`src/rvPkg.sv`:
```
package rvPkg;

    localparam int xlen = 32;

    // Base opcodes of the supported instructions
    localparam logic [6:0] opRType  = 7'b0110011;
    localparam logic [6:0] opIType  = 7'b0010011;
    localparam logic [6:0] opLoad   = 7'b0000011;
    localparam logic [6:0] opStore  = 7'b0100011;
    localparam logic [6:0] opBranch = 7'b1100011;
    localparam logic [6:0] opSystem = 7'b1110011;

    localparam logic [2:0] funct3AddSub = 3'b000;
    localparam logic [2:0] funct3Or     = 3'b110;
    localparam logic [2:0] funct3And    = 3'b111;
    localparam logic [6:0] funct7Sub    = 7'b0100000;

    typedef enum logic [1:0] {aluAdd, aluSub, aluAnd, aluOr} aluOp_t;
    typedef enum logic {srcAPc, srcAReg} aluSrcA_t;
    typedef enum logic [1:0] {srcBReg, srcBFour, srcBImm} aluSrcB_t;

    typedef enum logic [3:0] {
        sFetch, sDecode, sRExec, sIExec, sAluWb, sMemAddr,
        sMemRead, sLoadWb, sMemWrite, sBranch, sHalt
    } uState_t;

    // 13-bit microcode control word
    typedef struct packed {
        logic     pcWriteCond;
        logic     pcWrite;
        logic     iOrD;
        logic     memRead;
        logic     memWrite;
        logic     memToReg;
        logic     irWrite;
        logic     pcSource;    // 0 ALU result, 1 ALUOut
        aluSrcB_t aluSrcB;
        aluSrcA_t aluSrcA;
        logic     regWrite;
        logic     isEcall;
    } ctrlWord_t;

    typedef struct packed {
        logic [6:0] funct7;
        logic [4:0] rs2;
        logic [4:0] rs1;
        logic [2:0] funct3;
        logic [4:0] rd;
        logic [6:0] opcode;
    } rFmt_t;

    typedef struct packed {
        logic [11:0] imm;
        logic [4:0]  rs1;
        logic [2:0]  funct3;
        logic [4:0]  rd;
        logic [6:0]  opcode;
    } iFmt_t;

    typedef struct packed {
        logic [6:0] immHigh;   // imm[11:5]
        logic [4:0] rs2;
        logic [4:0] rs1;
        logic [2:0] funct3;
        logic [4:0] immLow;    // imm[4:0]
        logic [6:0] opcode;
    } sFmt_t;

    typedef struct packed {
        logic       immSign;   // imm[12]
        logic [5:0] immMid;    // imm[10:5]
        logic [4:0] rs2;
        logic [4:0] rs1;
        logic [2:0] funct3;
        logic [3:0] immLow;    // imm[4:1]
        logic       immBit11;
        logic [6:0] opcode;
    } bFmt_t;

    typedef union packed {
        rFmt_t r;
        iFmt_t i;
        sFmt_t s;
        bFmt_t b;
    } instr_t;

endpackage
```
`src/multiCycleCpu.sv`:
```
`timescale 1ns/1ns

module multiCycleCpu (
    input  logic                   clk,
    input  logic                   reset,
    output logic [rvPkg::xlen-1:0] memAddr,
    output logic [rvPkg::xlen-1:0] memWriteData,
    input  logic [rvPkg::xlen-1:0] memReadData,
    output logic                   memRead,
    output logic                   memWrite,
    output logic                   halted
);
    import rvPkg::*;

    ctrlWord_t  ctrl;
    logic [6:0] opcode;

    // Strobes straight from the current microcode word
    assign memRead = ctrl.memRead;
    assign memWrite = ctrl.memWrite;

    controlUnit u_controlUnit (
        .clk    (clk),
        .reset  (reset),
        .opcode (opcode),
        .ctrl   (ctrl),
        .halted (halted)
    );

    cpuDatapath u_cpuDatapath (
        .clk          (clk),
        .reset        (reset),
        .ctrl         (ctrl),
        .opcode       (opcode),
        .memAddr      (memAddr),
        .memWriteData (memWriteData),
        .memReadData  (memReadData)
    );

endmodule

```
`src/cpuDatapath.sv`:
```
`timescale 1ns/1ns

module cpuDatapath (
    input  logic                   clk,
    input  logic                   reset,
    input  rvPkg::ctrlWord_t       ctrl,
    output logic [6:0]             opcode,
    output logic [rvPkg::xlen-1:0] memAddr,
    output logic [rvPkg::xlen-1:0] memWriteData,
    input  logic [rvPkg::xlen-1:0] memReadData
);
    import rvPkg::*;

    instr_t          ir;
    logic [xlen-1:0] pc;
    logic [xlen-1:0] instrPc;   // Address of the instruction in IR
    logic [xlen-1:0] mdr;
    logic [xlen-1:0] regA;
    logic [xlen-1:0] regB;
    logic [xlen-1:0] aluOut;

    logic [4:0]      rs1;
    logic [4:0]      rs2;
    logic [4:0]      rd;
    logic [xlen-1:0] imm;
    logic [xlen-1:0] readA;
    logic [xlen-1:0] readB;
    logic [xlen-1:0] aluPc;
    logic [xlen-1:0] aluResult;
    logic [xlen-1:0] writeBack;
    logic [xlen-1:0] pcNext;
    aluOp_t          decodedOp;
    aluOp_t          aluOp;
    logic            zero;
    logic            pcEn;

    assign opcode = ir.r.opcode;
    assign memAddr = ctrl.iOrD ? aluOut : pc;
    assign memWriteData = regB;
    assign writeBack = ctrl.memToReg ? mdr : aluOut;

    // Fetch and decode always add
    assign aluOp = (ctrl.aluSrcA == srcAPc) ? aluAdd : decodedOp;
    // Live PC while fetching, then the PC the instruction came from
    assign aluPc = ctrl.irWrite ? pc : instrPc;

    assign pcNext = ctrl.pcSource ? aluOut : aluResult;
    assign pcEn = ctrl.pcWrite | (ctrl.pcWriteCond & zero);

    always_ff @(posedge clk) begin
        if (reset) begin
            pc <= '0;
        end else if (pcEn) begin
            pc <= pcNext;
        end
    end

    always_ff @(posedge clk) begin
        if (ctrl.irWrite) begin
            ir <= instr_t'(memReadData);
            instrPc <= pc;
        end
        mdr <= memReadData;
        regA <= readA;
        regB <= readB;
        aluOut <= aluResult;
    end

    instrDecode u_instrDecode (
        .instr (ir),
        .rs1   (rs1),
        .rs2   (rs2),
        .rd    (rd),
        .imm   (imm),
        .aluOp (decodedOp)
    );

    aluExec u_aluExec (
        .pc     (aluPc),
        .regA   (regA),
        .regB   (regB),
        .imm    (imm),
        .srcA   (ctrl.aluSrcA),
        .srcB   (ctrl.aluSrcB),
        .op     (aluOp),
        .result (aluResult),
        .zero   (zero)
    );

    regFile u_regFile (
        .clk       (clk),
        .reset     (reset),
        .rs1       (rs1),
        .rs2       (rs2),
        .rd        (rd),
        .writeEn   (ctrl.regWrite),
        .writeData (writeBack),
        .readA     (readA),
        .readB     (readB)
    );

endmodule

```
`src/controlUnit.sv`:
```
`timescale 1ns/1ns

module controlUnit (
    input  logic             clk,
    input  logic             reset,
    input  logic [6:0]       opcode,
    output rvPkg::ctrlWord_t ctrl,
    output logic             halted
);
    import rvPkg::*;

    typedef enum logic [1:0] {nextFixed, nextDispatchOp, nextDispatchMem} nextSel_t;

    typedef struct packed {
        ctrlWord_t ctrl;
        nextSel_t  nextSel;
        uState_t   next;
    } uEntry_t;

    uState_t state;
    uState_t dispatchOp;
    uState_t dispatchMem;
    uEntry_t entry;
    uEntry_t microRom [0:15];

    // Microcode contents, one word per state
    function automatic uEntry_t romEntry(uState_t s);
        uEntry_t e;
        e = '0;
        e.nextSel = nextFixed;
        e.next = sFetch;
        case (s)
            sFetch: begin
                e.ctrl.memRead = 1'b1;
                e.ctrl.irWrite = 1'b1;
                e.ctrl.pcWrite = 1'b1;
                e.ctrl.aluSrcA = srcAPc;
                e.ctrl.aluSrcB = srcBFour;   // PC + 4
                e.next = sDecode;
            end
            sDecode: begin
                e.ctrl.aluSrcA = srcAPc;
                e.ctrl.aluSrcB = srcBImm;    // Branch target into ALUOut
                e.nextSel = nextDispatchOp;
            end
            sRExec: begin
                e.ctrl.aluSrcA = srcAReg;
                e.ctrl.aluSrcB = srcBReg;
                e.next = sAluWb;
            end
            sIExec: begin
                e.ctrl.aluSrcA = srcAReg;
                e.ctrl.aluSrcB = srcBImm;
                e.next = sAluWb;
            end
            sAluWb: e.ctrl.regWrite = 1'b1;
            sMemAddr: begin
                e.ctrl.aluSrcA = srcAReg;
                e.ctrl.aluSrcB = srcBImm;
                e.nextSel = nextDispatchMem;
            end
            sMemRead: begin
                e.ctrl.iOrD = 1'b1;
                e.ctrl.memRead = 1'b1;
                e.next = sLoadWb;
            end
            sLoadWb: begin
                e.ctrl.regWrite = 1'b1;
                e.ctrl.memToReg = 1'b1;
            end
            sMemWrite: begin
                e.ctrl.iOrD = 1'b1;
                e.ctrl.memWrite = 1'b1;
            end
            sBranch: begin
                e.ctrl.aluSrcA = srcAReg;
                e.ctrl.aluSrcB = srcBReg;
                e.ctrl.pcWriteCond = 1'b1;
                e.ctrl.pcSource = 1'b1;
            end
            sHalt: begin
                e.ctrl.isEcall = 1'b1;   // Parks here until reset
                e.next = sHalt;
            end
            default: e.next = sFetch;
        endcase
        return e;
    endfunction

    for (genvar i = 0; i < 16; i++) begin : gRom
        assign microRom[i] = romEntry(uState_t'(i));
    end

    // Dispatch table after decode
    always_comb begin
        case (opcode)
            opRType:         dispatchOp = sRExec;
            opIType:         dispatchOp = sIExec;
            opLoad, opStore: dispatchOp = sMemAddr;
            opBranch:        dispatchOp = sBranch;
            opSystem:        dispatchOp = sHalt;
            default:         dispatchOp = sFetch;   // Unknown opcode is a no-op
        endcase
    end

    assign dispatchMem = (opcode == opStore) ? sMemWrite : sMemRead;

    assign entry = microRom[state];
    assign ctrl = entry.ctrl;
    assign halted = entry.ctrl.isEcall;

    always_ff @(posedge clk) begin
        if (reset) begin
            state <= sFetch;
        end else begin
            case (entry.nextSel)
                nextDispatchOp:  state <= dispatchOp;
                nextDispatchMem: state <= dispatchMem;
                default:         state <= entry.next;
            endcase
        end
    end

endmodule

```
`src/aluExec.sv`:
```
`timescale 1ns/1ns

module aluExec (
    input  logic [rvPkg::xlen-1:0] pc,
    input  logic [rvPkg::xlen-1:0] regA,
    input  logic [rvPkg::xlen-1:0] regB,
    input  logic [rvPkg::xlen-1:0] imm,
    input  rvPkg::aluSrcA_t        srcA,
    input  rvPkg::aluSrcB_t        srcB,
    input  rvPkg::aluOp_t          op,
    output logic [rvPkg::xlen-1:0] result,
    output logic                   zero
);
    import rvPkg::*;

    logic [xlen-1:0] opA;
    logic [xlen-1:0] opB;

    always_comb begin
        opA = (srcA == srcAPc) ? pc : regA;
        case (srcB)
            srcBReg:  opB = regB;
            srcBFour: opB = xlen'(4);
            default:  opB = imm;
        endcase
        case (op)
            aluSub:  result = opA - opB;
            aluAnd:  result = opA & opB;
            aluOr:   result = opA | opB;
            default: result = opA + opB;
        endcase
    end

    assign zero = (result == '0);   // Equal operands on sub

endmodule

```
`src/instrDecode.sv`:
```
`timescale 1ns/1ns

module instrDecode (
    input  rvPkg::instr_t            instr,
    output logic [4:0]               rs1,
    output logic [4:0]               rs2,
    output logic [4:0]               rd,
    output logic [rvPkg::xlen-1:0]   imm,
    output rvPkg::aluOp_t            aluOp
);
    import rvPkg::*;

    always_comb begin
        // Register fields sit at the same bits in every format
        rs1 = instr.r.rs1;
        rs2 = instr.r.rs2;
        rd = instr.r.rd;
        imm = {{(xlen - 12){instr.i.imm[11]}}, instr.i.imm};
        aluOp = aluAdd;
        case (instr.r.opcode)
            opRType: begin
                case (instr.r.funct3)
                    funct3AddSub: aluOp = (instr.r.funct7 == funct7Sub) ? aluSub : aluAdd;
                    funct3And:    aluOp = aluAnd;
                    funct3Or:     aluOp = aluOr;
                    default:      aluOp = aluAdd;
                endcase
            end
            opStore: begin
                imm = {{(xlen - 12){instr.s.immHigh[6]}}, instr.s.immHigh, instr.s.immLow};
            end
            opBranch: begin
                imm = {{(xlen - 12){instr.b.immSign}}, instr.b.immBit11,
                       instr.b.immMid, instr.b.immLow, 1'b0};
                aluOp = aluSub;   // Compare by subtraction
            end
            default: ;
        endcase
    end

endmodule

```
`src/regFile.sv`:
```
`timescale 1ns/1ns

module regFile (
    input  logic                   clk,
    input  logic                   reset,
    input  logic [4:0]             rs1,
    input  logic [4:0]             rs2,
    input  logic [4:0]             rd,
    input  logic                   writeEn,
    input  logic [rvPkg::xlen-1:0] writeData,
    output logic [rvPkg::xlen-1:0] readA,
    output logic [rvPkg::xlen-1:0] readB
);
    import rvPkg::*;

    logic [xlen-1:0] regs [0:31];

    always_ff @(posedge clk) begin
        if (reset) begin
            for (int i = 0; i < 32; i++) begin
                regs[i] <= '0;
            end
        end else if (writeEn && rd != 5'd0) begin
            // x0 never written, so it reads zero
            regs[rd] <= writeData;
        end
    end

    assign readA = regs[rs1];
    assign readB = regs[rs2];

endmodule

```
`config.mk`:
```
export PLATFORM = sky130hd
export DESIGN_NAME = multiCycleCpu
export DESIGN_NICKNAME = d
export VERILOG_FILES = /design/src/rvPkg.sv /design/src/multiCycleCpu.sv /design/src/cpuDatapath.sv /design/src/controlUnit.sv /design/src/aluExec.sv /design/src/instrDecode.sv /design/src/regFile.sv
export SDC_FILE = /design/constraint.sdc
export NUM_CORES = 2
export LEC_CHECK = 0
export BUFFER_PORTS_ARGS = -buffer_cell sky130_fd_sc_hd__buf_2
export CORE_MARGIN = 5
export CORE_UTILIZATION = 48
export DETAILED_ROUTE_END_ITERATION = 10
export GPL_TIMING_DRIVEN = 1
export PLACE_DENSITY = 0.61
export SLEW_MARGIN = 20
export SYNTH_ARGS = -nofsm -noshare
export SYNTH_HDL_FRONTEND = slang
export SYNTH_SLANG_ARGS = --single-unit
export TNS_END_PERCENT = 50
```
`constraint.sdc`:
```
create_clock -name clk -period 7.03 [get_ports clk]
set_input_delay 1.406 -clock clk [delete_from_list [all_inputs] [get_ports clk]]
set_output_delay 1.406 -clock clk [all_outputs]
set_load 0.05 [all_outputs]
```
Word-level counts from Yosys, hierarchy flattened
Memory sizes are Yosys's and may differ from the RTL's. A register that Yosys moved wholly into a read port is not among the register bits. Index checks and enable logic that the tools add are counted.

Output and inout bits: 67. Memory bits (writable): 1024. Memories kept: 2. ROM bits: 304. Bits in registers: 164.

Memories: u_cpuDatapath.u_regFile.regs (depth 32, width 32, rd ports 2, clocked after Yosys merged registers in 2, wr ports 32, RTL line regFile.sv:16) `logic [xlen-1:0] regs [0:31];`; (name not given) (depth 16, width 19, rd ports 1, clocked after Yosys merged registers in 0, wr ports 0, RTL line controlUnit.sv:108) `assign entry = microRom[state];`.

Add/sub/neg operators: 2. Multiplexer cells: 25. Reductions and logical operators: 7. $lt $le $gt $ge: 1. Bitwise operators: 5. Equal/unequal tests: 15.

Operators with widths (number): 32-bit 2-to-1 mux (6); 32-bit case mux with 3 select lines (1); 32-bit case mux with 2 select lines (1); 19-bit 2-to-1 mux (2); 32-bit adder (1); 32-bit bitwise AND (1); 32-bit logical NOT (1); 32-bit bitwise OR (1); 32-bit OR reduction (1); 32-bit subtractor (1); 12-bit case mux with 2 select lines (1); 7-bit by 6-bit == test with 1-bit output (second input constant) (3); 4-bit case mux with 5 select lines (1); 7-bit == test (second input constant) (2); 4-bit case mux with 2 select lines (1); 7-bit by 2-bit == test with 1-bit output (second input constant) (1); 7-bit by 5-bit == test with 1-bit output (second input constant) (1); 1-bit 2-to-1 mux (7); 2-bit by 1-bit == test with 1-bit output (second input constant) (3); 2-bit == test (second input constant) (3); 3-bit == test (second input constant) (2); 2-bit case mux with 3 select lines (1); 5-bit greater-or-equal comparator (second input constant) (1); 5-bit 2-to-1 mux (1); other kinds (11) (11).

Logic depth before layout (Yosys ltp)
Depth after elaboration: 11. Depth in mapped cells: 30. Gate-level depth less buffers: 27.

Hierarchy
A second synthesis with hierarchy kept.

Cell total of the unflattened synthesis: 5862. Area, all modules: 68729.7 sq um.

Modules (own cells, without submodules): regFile (sequential area each 30749.5 sq um, cells an instance 4605, instances 1, area an instance 55896.1 sq um); cpuDatapath (sequential area each 4804.6 sq um, cells an instance 456, instances 1, area an instance 7136.8 sq um); aluExec (sequential area each 0.0 sq um, cells an instance 680, instances 1, area an instance 4707.0 sq um); instrDecode (sequential area each 0.0 sq um, cells an instance 61, instances 1, area an instance 495.5 sq um); controlUnit (sequential area each 80.1 sq um, cells an instance 60, instances 1, area an instance 494.2 sq um).

Least setup slack after synthesis
OpenSTA, ideal clock, no wires.

Path kind: register -> register. Start point: register u_controlUnit.state[1]. End point: register u_cpuDatapath.pc[12]. Path slack: 683 ps. Cell stages (with the launch flop): 29. Buffers on the path: 3. Data arrival time: 6208 ps. Library setup time: 139 ps. Path through: dfxtp_1 -> inv_1 -> ha_1 -> mux2i_1 -> buf_2 -> nor4b_1 -> a221oi_1 -> nand4bb_1 -> or3_1 -> or3b_2 -> nor3_1 -> o21ai_0 -> o31ai_1 -> a221oi_1 -> ha_1 -> a21oi_1 -> o221ai_1 -> nor2_1 -> nor2_1 -> or4_1 -> a21oi_1 -> o21ai_0 -> nor4_1 -> nand4_1 -> or4b_1 -> buf_4 -> nand2_4 -> buf_6 -> a311oi_2.

Word-level cells in the longest chain between the ends: 11.

Ends and longest elaborated chain: start: declaration (RTL line controlUnit.sv:20) `uState_t state;`; start signal: assignment (RTL line controlUnit.sv:114) `state <= sFetch;`; start signal: assignment (RTL line controlUnit.sv:117) `nextDispatchOp: state <= dispatchOp;`; start signal: assignment (RTL line controlUnit.sv:118) `nextDispatchMem: state <= dispatchMem;`; 4-bit NOT with 5-bit output (implied by the code) * (RTL line controlUnit.sv:108); memory read 16 x 19 bit *; 19-bit 2-to-1 mux (implied by the code) * (2 in a row) (RTL line controlUnit.sv:108); 2-bit by 1-bit == test with 1-bit output, or another cell as far along (RTL line aluExec.sv:21) `case (srcB)`; 32-bit case mux with 2 select lines or 32-bit 2-to-1 mux (tied branches) (RTL line aluExec.sv:21, aluExec.sv:20); 32-bit adder, or another cell as far along (RTL line aluExec.sv:30) `default: result = opA + opB;`; 32-bit case mux with 3 select lines (RTL line aluExec.sv:26) `case (op)`; 32-bit logical NOT (RTL line aluExec.sv:34) `assign zero = (result == '0);`; 1-bit bitwise AND (RTL line cpuDatapath.sv:48) `assign pcEn = ctrl.pcWrite | (ctrl.pcWriteCond & zero);`; 1-bit bitwise OR (RTL line cpuDatapath.sv:48); end signal: assignment (RTL line cpuDatapath.sv:54) `pc <= pcNext;`; end: declaration (RTL line cpuDatapath.sv:15) `logic [xlen-1:0] pc;`.

Every way passes the cells marked *; elsewhere a longest branch is shown, timed or not. The select of a mux whose other input is x is not followed. A chain may end at the register's enable or synchronous reset.

Worst setup path after layout
Start point: register u_controlUnit.state[0]. End point: register u_cpuDatapath.pc[10].

Word-level cells in the longest chain between the ends: 11.

Ends and longest elaborated chain: 4-bit NOT with 5-bit output (implied by the code) * (RTL line controlUnit.sv:108); memory read 16 x 19 bit *; 19-bit 2-to-1 mux (implied by the code) * (2 in a row) (RTL line controlUnit.sv:108); 2-bit by 1-bit == test with 1-bit output, or another cell as far along (RTL line aluExec.sv:21); 32-bit case mux with 2 select lines or 32-bit 2-to-1 mux (tied branches) (RTL line aluExec.sv:21, aluExec.sv:20); 32-bit adder, or another cell as far along (RTL line aluExec.sv:30); 32-bit case mux with 3 select lines * (RTL line aluExec.sv:26); net u_cpuDatapath.aluResult[31] (RTL line cpuDatapath.sv:29) `logic [xlen-1:0] aluResult;`; 32-bit logical NOT * (RTL line aluExec.sv:34); 1-bit bitwise AND * (RTL line cpuDatapath.sv:48); 1-bit bitwise OR * (RTL line cpuDatapath.sv:48).

The timed path passes the listed nets; every way through them passes the cells marked *. The select of a mux whose other input is x is not followed.

==> results.py <==
metrics = {
    "timing": {
        "maxSlewHeadroom_pct": 24.0,
        "post-route-min-period_ns": 6.68,
        "final.setup.worst_slack_ns": 0.347,
        "hold_viol_final": 0,
        "fin_skew_ns": 0.0237,
        "worst_pin_slew_ns": 1.14,
        "timing.final.setup_violations": 0,
        "final_worst_hold_slack_ns": 0.449,
        "max_freq_mhz": 150,
        "fin_crit_sh_pct": 95.1,
        "report.final.slew_viol_count": 0,
        "final_total_negative_setup_slack_ns": 0,
    },
    "cells_and_area": {
        "layout-drive-gt1-share_pct": 29.9,
        "finalNetCount": 4575,
        "area_growth_syn_to_fin_pct": 12.8,
        "final_area_sq_mm": 0.0715,
        "layout.core_utilization_pct": 54.5,
        "fill_cells": 10500,
    },
    "placed_design": {
        "area_of_placed_instances_sq_mm": 0.0667,
        "routabilityCongestion": 0.974,
        "detailed_place_hpwl_um": 130000,
        "place_worst_setup_slack_ns": -0.0472,
        "buffer_ports.inserted": 100,
    },
    "global_route": {
        "largest_net_degree_at_the_start_of_global_routing": 145,
        "grtUsageTotal_pct": 30.8,
        "via_count_of_the_first_global_routing_pass": 41500,
        "grt_first_pass_wirelength_um": 307000,
        "grt_antenna_before_repair": 14,
        "grt_remaining_overflow": 0,
    },
    "setup_path": {
        "cp_max_fo": 9,
        "worstSetupStartpointType": "register",
        "top_cell_by_count_worst_path": "sky130_fd_sc_hd__buf_4",
        "timing.critical_path.required_ns": 7.73,
        "worstSetupEndpointType": "register",
        "cp.arrival_ns": 7.38,
        "timing_worst_setup_path_type": "reg2reg",
        "critical_path.slowest_cell": "sky130_fd_sc_hd__or4b_4",
        "cp_slowest_stage_delay_ns": 0.60,
    },
    "die": {
        "dieArea_sq_mm": 0.139,
        "die_width_um": 373,
        "placeableCoreArea_sq_mm": 0.131,
        "fp-row-count": 133,
        "die-height_um": 373,
        "floorplan.initialDensity_pct": 48.3,
        "pin_count": 101,
    },
    "clock_tree": {
        "clock_latency_late_sink_ns": 0.77,
        "tritoncts": "yes",
        "cts_root_buffer": "sky130_fd_sc_hd__clkbuf_16",
        "clk_pin_slew_worst_paths_ns": 0.06,
        "cts-buffers-inserted": 137,
        "sink_count": 1252,
        "htree_levels": 4,
        "hold_buf_cts": 0,
        "cts_buffer_depth": 3,
    },
    "synth": {
        "yosys_warns": 0,
        "synth_cells": 4480,
        "post_synth_instance_area_sq_mm": 0.0634,
        "ys_seq_elements": 1252,
        "syn-mean-instance-area_sq_um": 14.2,
        "dominantRegCellSynth": "sky130_fd_sc_hd__edfxtp_1",
        "synthArstFlopShare_pct": 0,
        "synth.yosys.seq_area_share_pct": 56.2,
        "synth_enable_flop_cells": 1056,
        "post_synth_num_cell_types": 99,
    },
    "route": {
        "vias_post_dr": 42500,
        "postRouteAntennaNets": 0,
        "vias_cell": 6.68,
        "detail_route.wl_per_cell_um": 34.2,
        "drt_drc_violations_left": 0,
        "drt-pass1-iter-count": 7,
        "drtIter0Drc": 6218,
        "wl_um": 218000,
    },
    "run_status": {
        "run_status": "finished clean",
    },
    "min_path": {
        "worst_hold_path_type": "reg2reg",
    },
    "power": {
        "powerDensity_mw_per_mm2": 310,
        "total_leakage_power_nw": 25.2,
        "irDropWorstVdd_mv": 0.231,
    },
    "job": {
        "drv.max_cap_violation_count": 0,
    },
}
-- synthesized netlist by cell type (7+ instances only) --
master,instances,share of area (%)
sky130_fd_sc_hd__a211oi_1,9,0.11
sky130_fd_sc_hd__a21o_1,17,0.20
sky130_fd_sc_hd__a21oi_1,87,0.69
sky130_fd_sc_hd__a22oi_1,9,0.11
sky130_fd_sc_hd__a311oi_1,12,0.17
sky130_fd_sc_hd__a31oi_1,12,0.12
sky130_fd_sc_hd__and3_1,9,0.089
sky130_fd_sc_hd__buf_1,60,0.36
sky130_fd_sc_hd__buf_2,11,0.087
sky130_fd_sc_hd__buf_6,9,0.16
sky130_fd_sc_hd__clkbuf_1,344,2.0
sky130_fd_sc_hd__dfxtp_1,196,6.2
sky130_fd_sc_hd__edfxtp_1,1056,50
sky130_fd_sc_hd__ha_1,40,0.79
sky130_fd_sc_hd__inv_1,43,0.25
sky130_fd_sc_hd__maj3_1,15,0.24
sky130_fd_sc_hd__mux2_2,107,1.9
sky130_fd_sc_hd__mux2_4,10,0.24
sky130_fd_sc_hd__mux2i_1,60,0.95
sky130_fd_sc_hd__mux4_2,640,23
sky130_fd_sc_hd__nand2_1,204,1.2
sky130_fd_sc_hd__nand2b_1,51,0.50
sky130_fd_sc_hd__nand3_1,36,0.28
sky130_fd_sc_hd__nor2_1,1078,6.4
sky130_fd_sc_hd__nor2b_1,8,0.079
sky130_fd_sc_hd__nor3_1,40,0.32
sky130_fd_sc_hd__nor3b_1,7,0.083
sky130_fd_sc_hd__nor4_1,10,0.099
sky130_fd_sc_hd__o21a_1,8,0.095
sky130_fd_sc_hd__o21ai_0,80,0.63
sky130_fd_sc_hd__o21ai_1,20,0.16
sky130_fd_sc_hd__o31ai_1,11,0.13
sky130_fd_sc_hd__xnor2_1,26,0.36
sky130_fd_sc_hd__xor2_1,19,0.26
-- cells by family after synthesis --
group / count (synthesis) / synth area share, %
flip-flops: 1252 / 56.2
adder cells (fa/ha/maj): 59 / 1.11
buffers and inverters: 469 / 2.91
multiplexers: 819 / 25.9
other: 1 / 0.00591
AND/OR/NAND/NOR: 1493 / 9.73
AO/OA/AOI/OAI: 342 / 3.57
XOR/XNOR: 45 / 0.622
-- layout by cell type (no fill, tap or decap), types with 38 or more instances in the layout --
master | synthesis | final
sky130_fd_sc_hd__a21oi_1 | 87 | 83
sky130_fd_sc_hd__buf_2 | 11 | 99
sky130_fd_sc_hd__buf_4 | 1 | 142
sky130_fd_sc_hd__clkbuf_1 | 344 | 39
sky130_fd_sc_hd__clkbuf_16 | 0 | 147
sky130_fd_sc_hd__dfxtp_1 | 196 | 196
sky130_fd_sc_hd__edfxtp_1 | 1056 | 1056
sky130_fd_sc_hd__ha_1 | 40 | 38
sky130_fd_sc_hd__inv_1 | 43 | 43
sky130_fd_sc_hd__mux2_2 | 107 | 107
sky130_fd_sc_hd__mux4_2 | 640 | 640
sky130_fd_sc_hd__nand2_1 | 204 | 172
sky130_fd_sc_hd__nor2_1 | 1078 | 1077
sky130_fd_sc_hd__nor3_1 | 40 | 38
sky130_fd_sc_hd__o21ai_0 | 80 | 75
-- through the flow --
stage | power (W) | cells
after floorplan | 0.0126 | 4511
after global placement | 0.0147 | 6094
after detailed placement | 0.0148 | 6102
after CTS | 0.0219 | 6349
after global routing | 0.0228 | 6363
final | 0.0221 | 6367
-- worst max-delay path, delay by kind of cell, from the launching register on --
family                     cells  cell delay [ns]
and+or+nand+nor                8             2.57
AOI/OAI and AO/OA             12             1.96
DFF                            1             0.35
buffers and inverters          5             0.84
xor gates and xnor gates       2             0.31
adders and majority gates      2             0.58
-- metal layers --
metal / up-vias / part of all wire [%] / GRT usage, %
li1: 17100 / - / -
met1: 22100 / 38 / 42.7
met2: 2911 / 46 / 48.1
met3: 425 / 12 / 7.92
met4: 4 / 3.4 / 10.1
met5: - / 0.014 / 0
-- sequential cells by signal (all words and copies together), names as in the netlist --
register / count
u_cpuDatapath.instrPc: 32
u_cpuDatapath.regA: 32
u_cpuDatapath.pc: 32
u_cpuDatapath.memWriteData: 32
u_cpuDatapath.ir: 32
u_cpuDatapath.aluOut: 32
u_controlUnit.state: 4
u_cpuDatapath.mdr: 32
u_cpuDatapath.u_regFile.regs: 1024
-- where the power goes --
group / internal, W / switching [W]
sequential: 0.00859 / 0.000519
clock: 0.00417 / 0.00301
combinational: 0.00211 / 0.00375
total: 0.0149 / 0.00728
-- repair_timing --
| item | 4_1_cts | 5_1_grt |
|---|---|---|
| pin swaps | 1 | 7 |
| cloned | 0 | 0 |
| setup endpoints to repair | 23 | 32 |
| gates resized for setup | 1 | 28 |
| setup buffers | 0 | 3 |
-- worst paths after layout --
kind,start,endpoint,slack [ns],cells after the start
worst max-delay path,u_controlUnit.state[0],u_cpuDatapath.pc[10],0.35,29
worst min-delay path,u_cpuDatapath.instrPc[18],u_cpuDatapath.instrPc[18],0.45,2
worst max register to register,u_controlUnit.state[0],u_cpuDatapath.pc[10],0.35,29
worst min register to register,u_cpuDatapath.instrPc[18],u_cpuDatapath.instrPc[18],0.45,2
-- final cells by class --
class	instances	area, sq um	area share [%]
inverters	44	165	0.231
diodes	4	10.0	0.0140
flip-flops and latches	1252	35600	49.8
multi-input cells	2790	26800	37.4
well taps	1755	2200	3.07
clock buffers	196	3950	5.52
repair buffers	275	2330	3.26
clock inverters	51	469	0.656
Note: power is estimated with default switching activity, not from simulation.
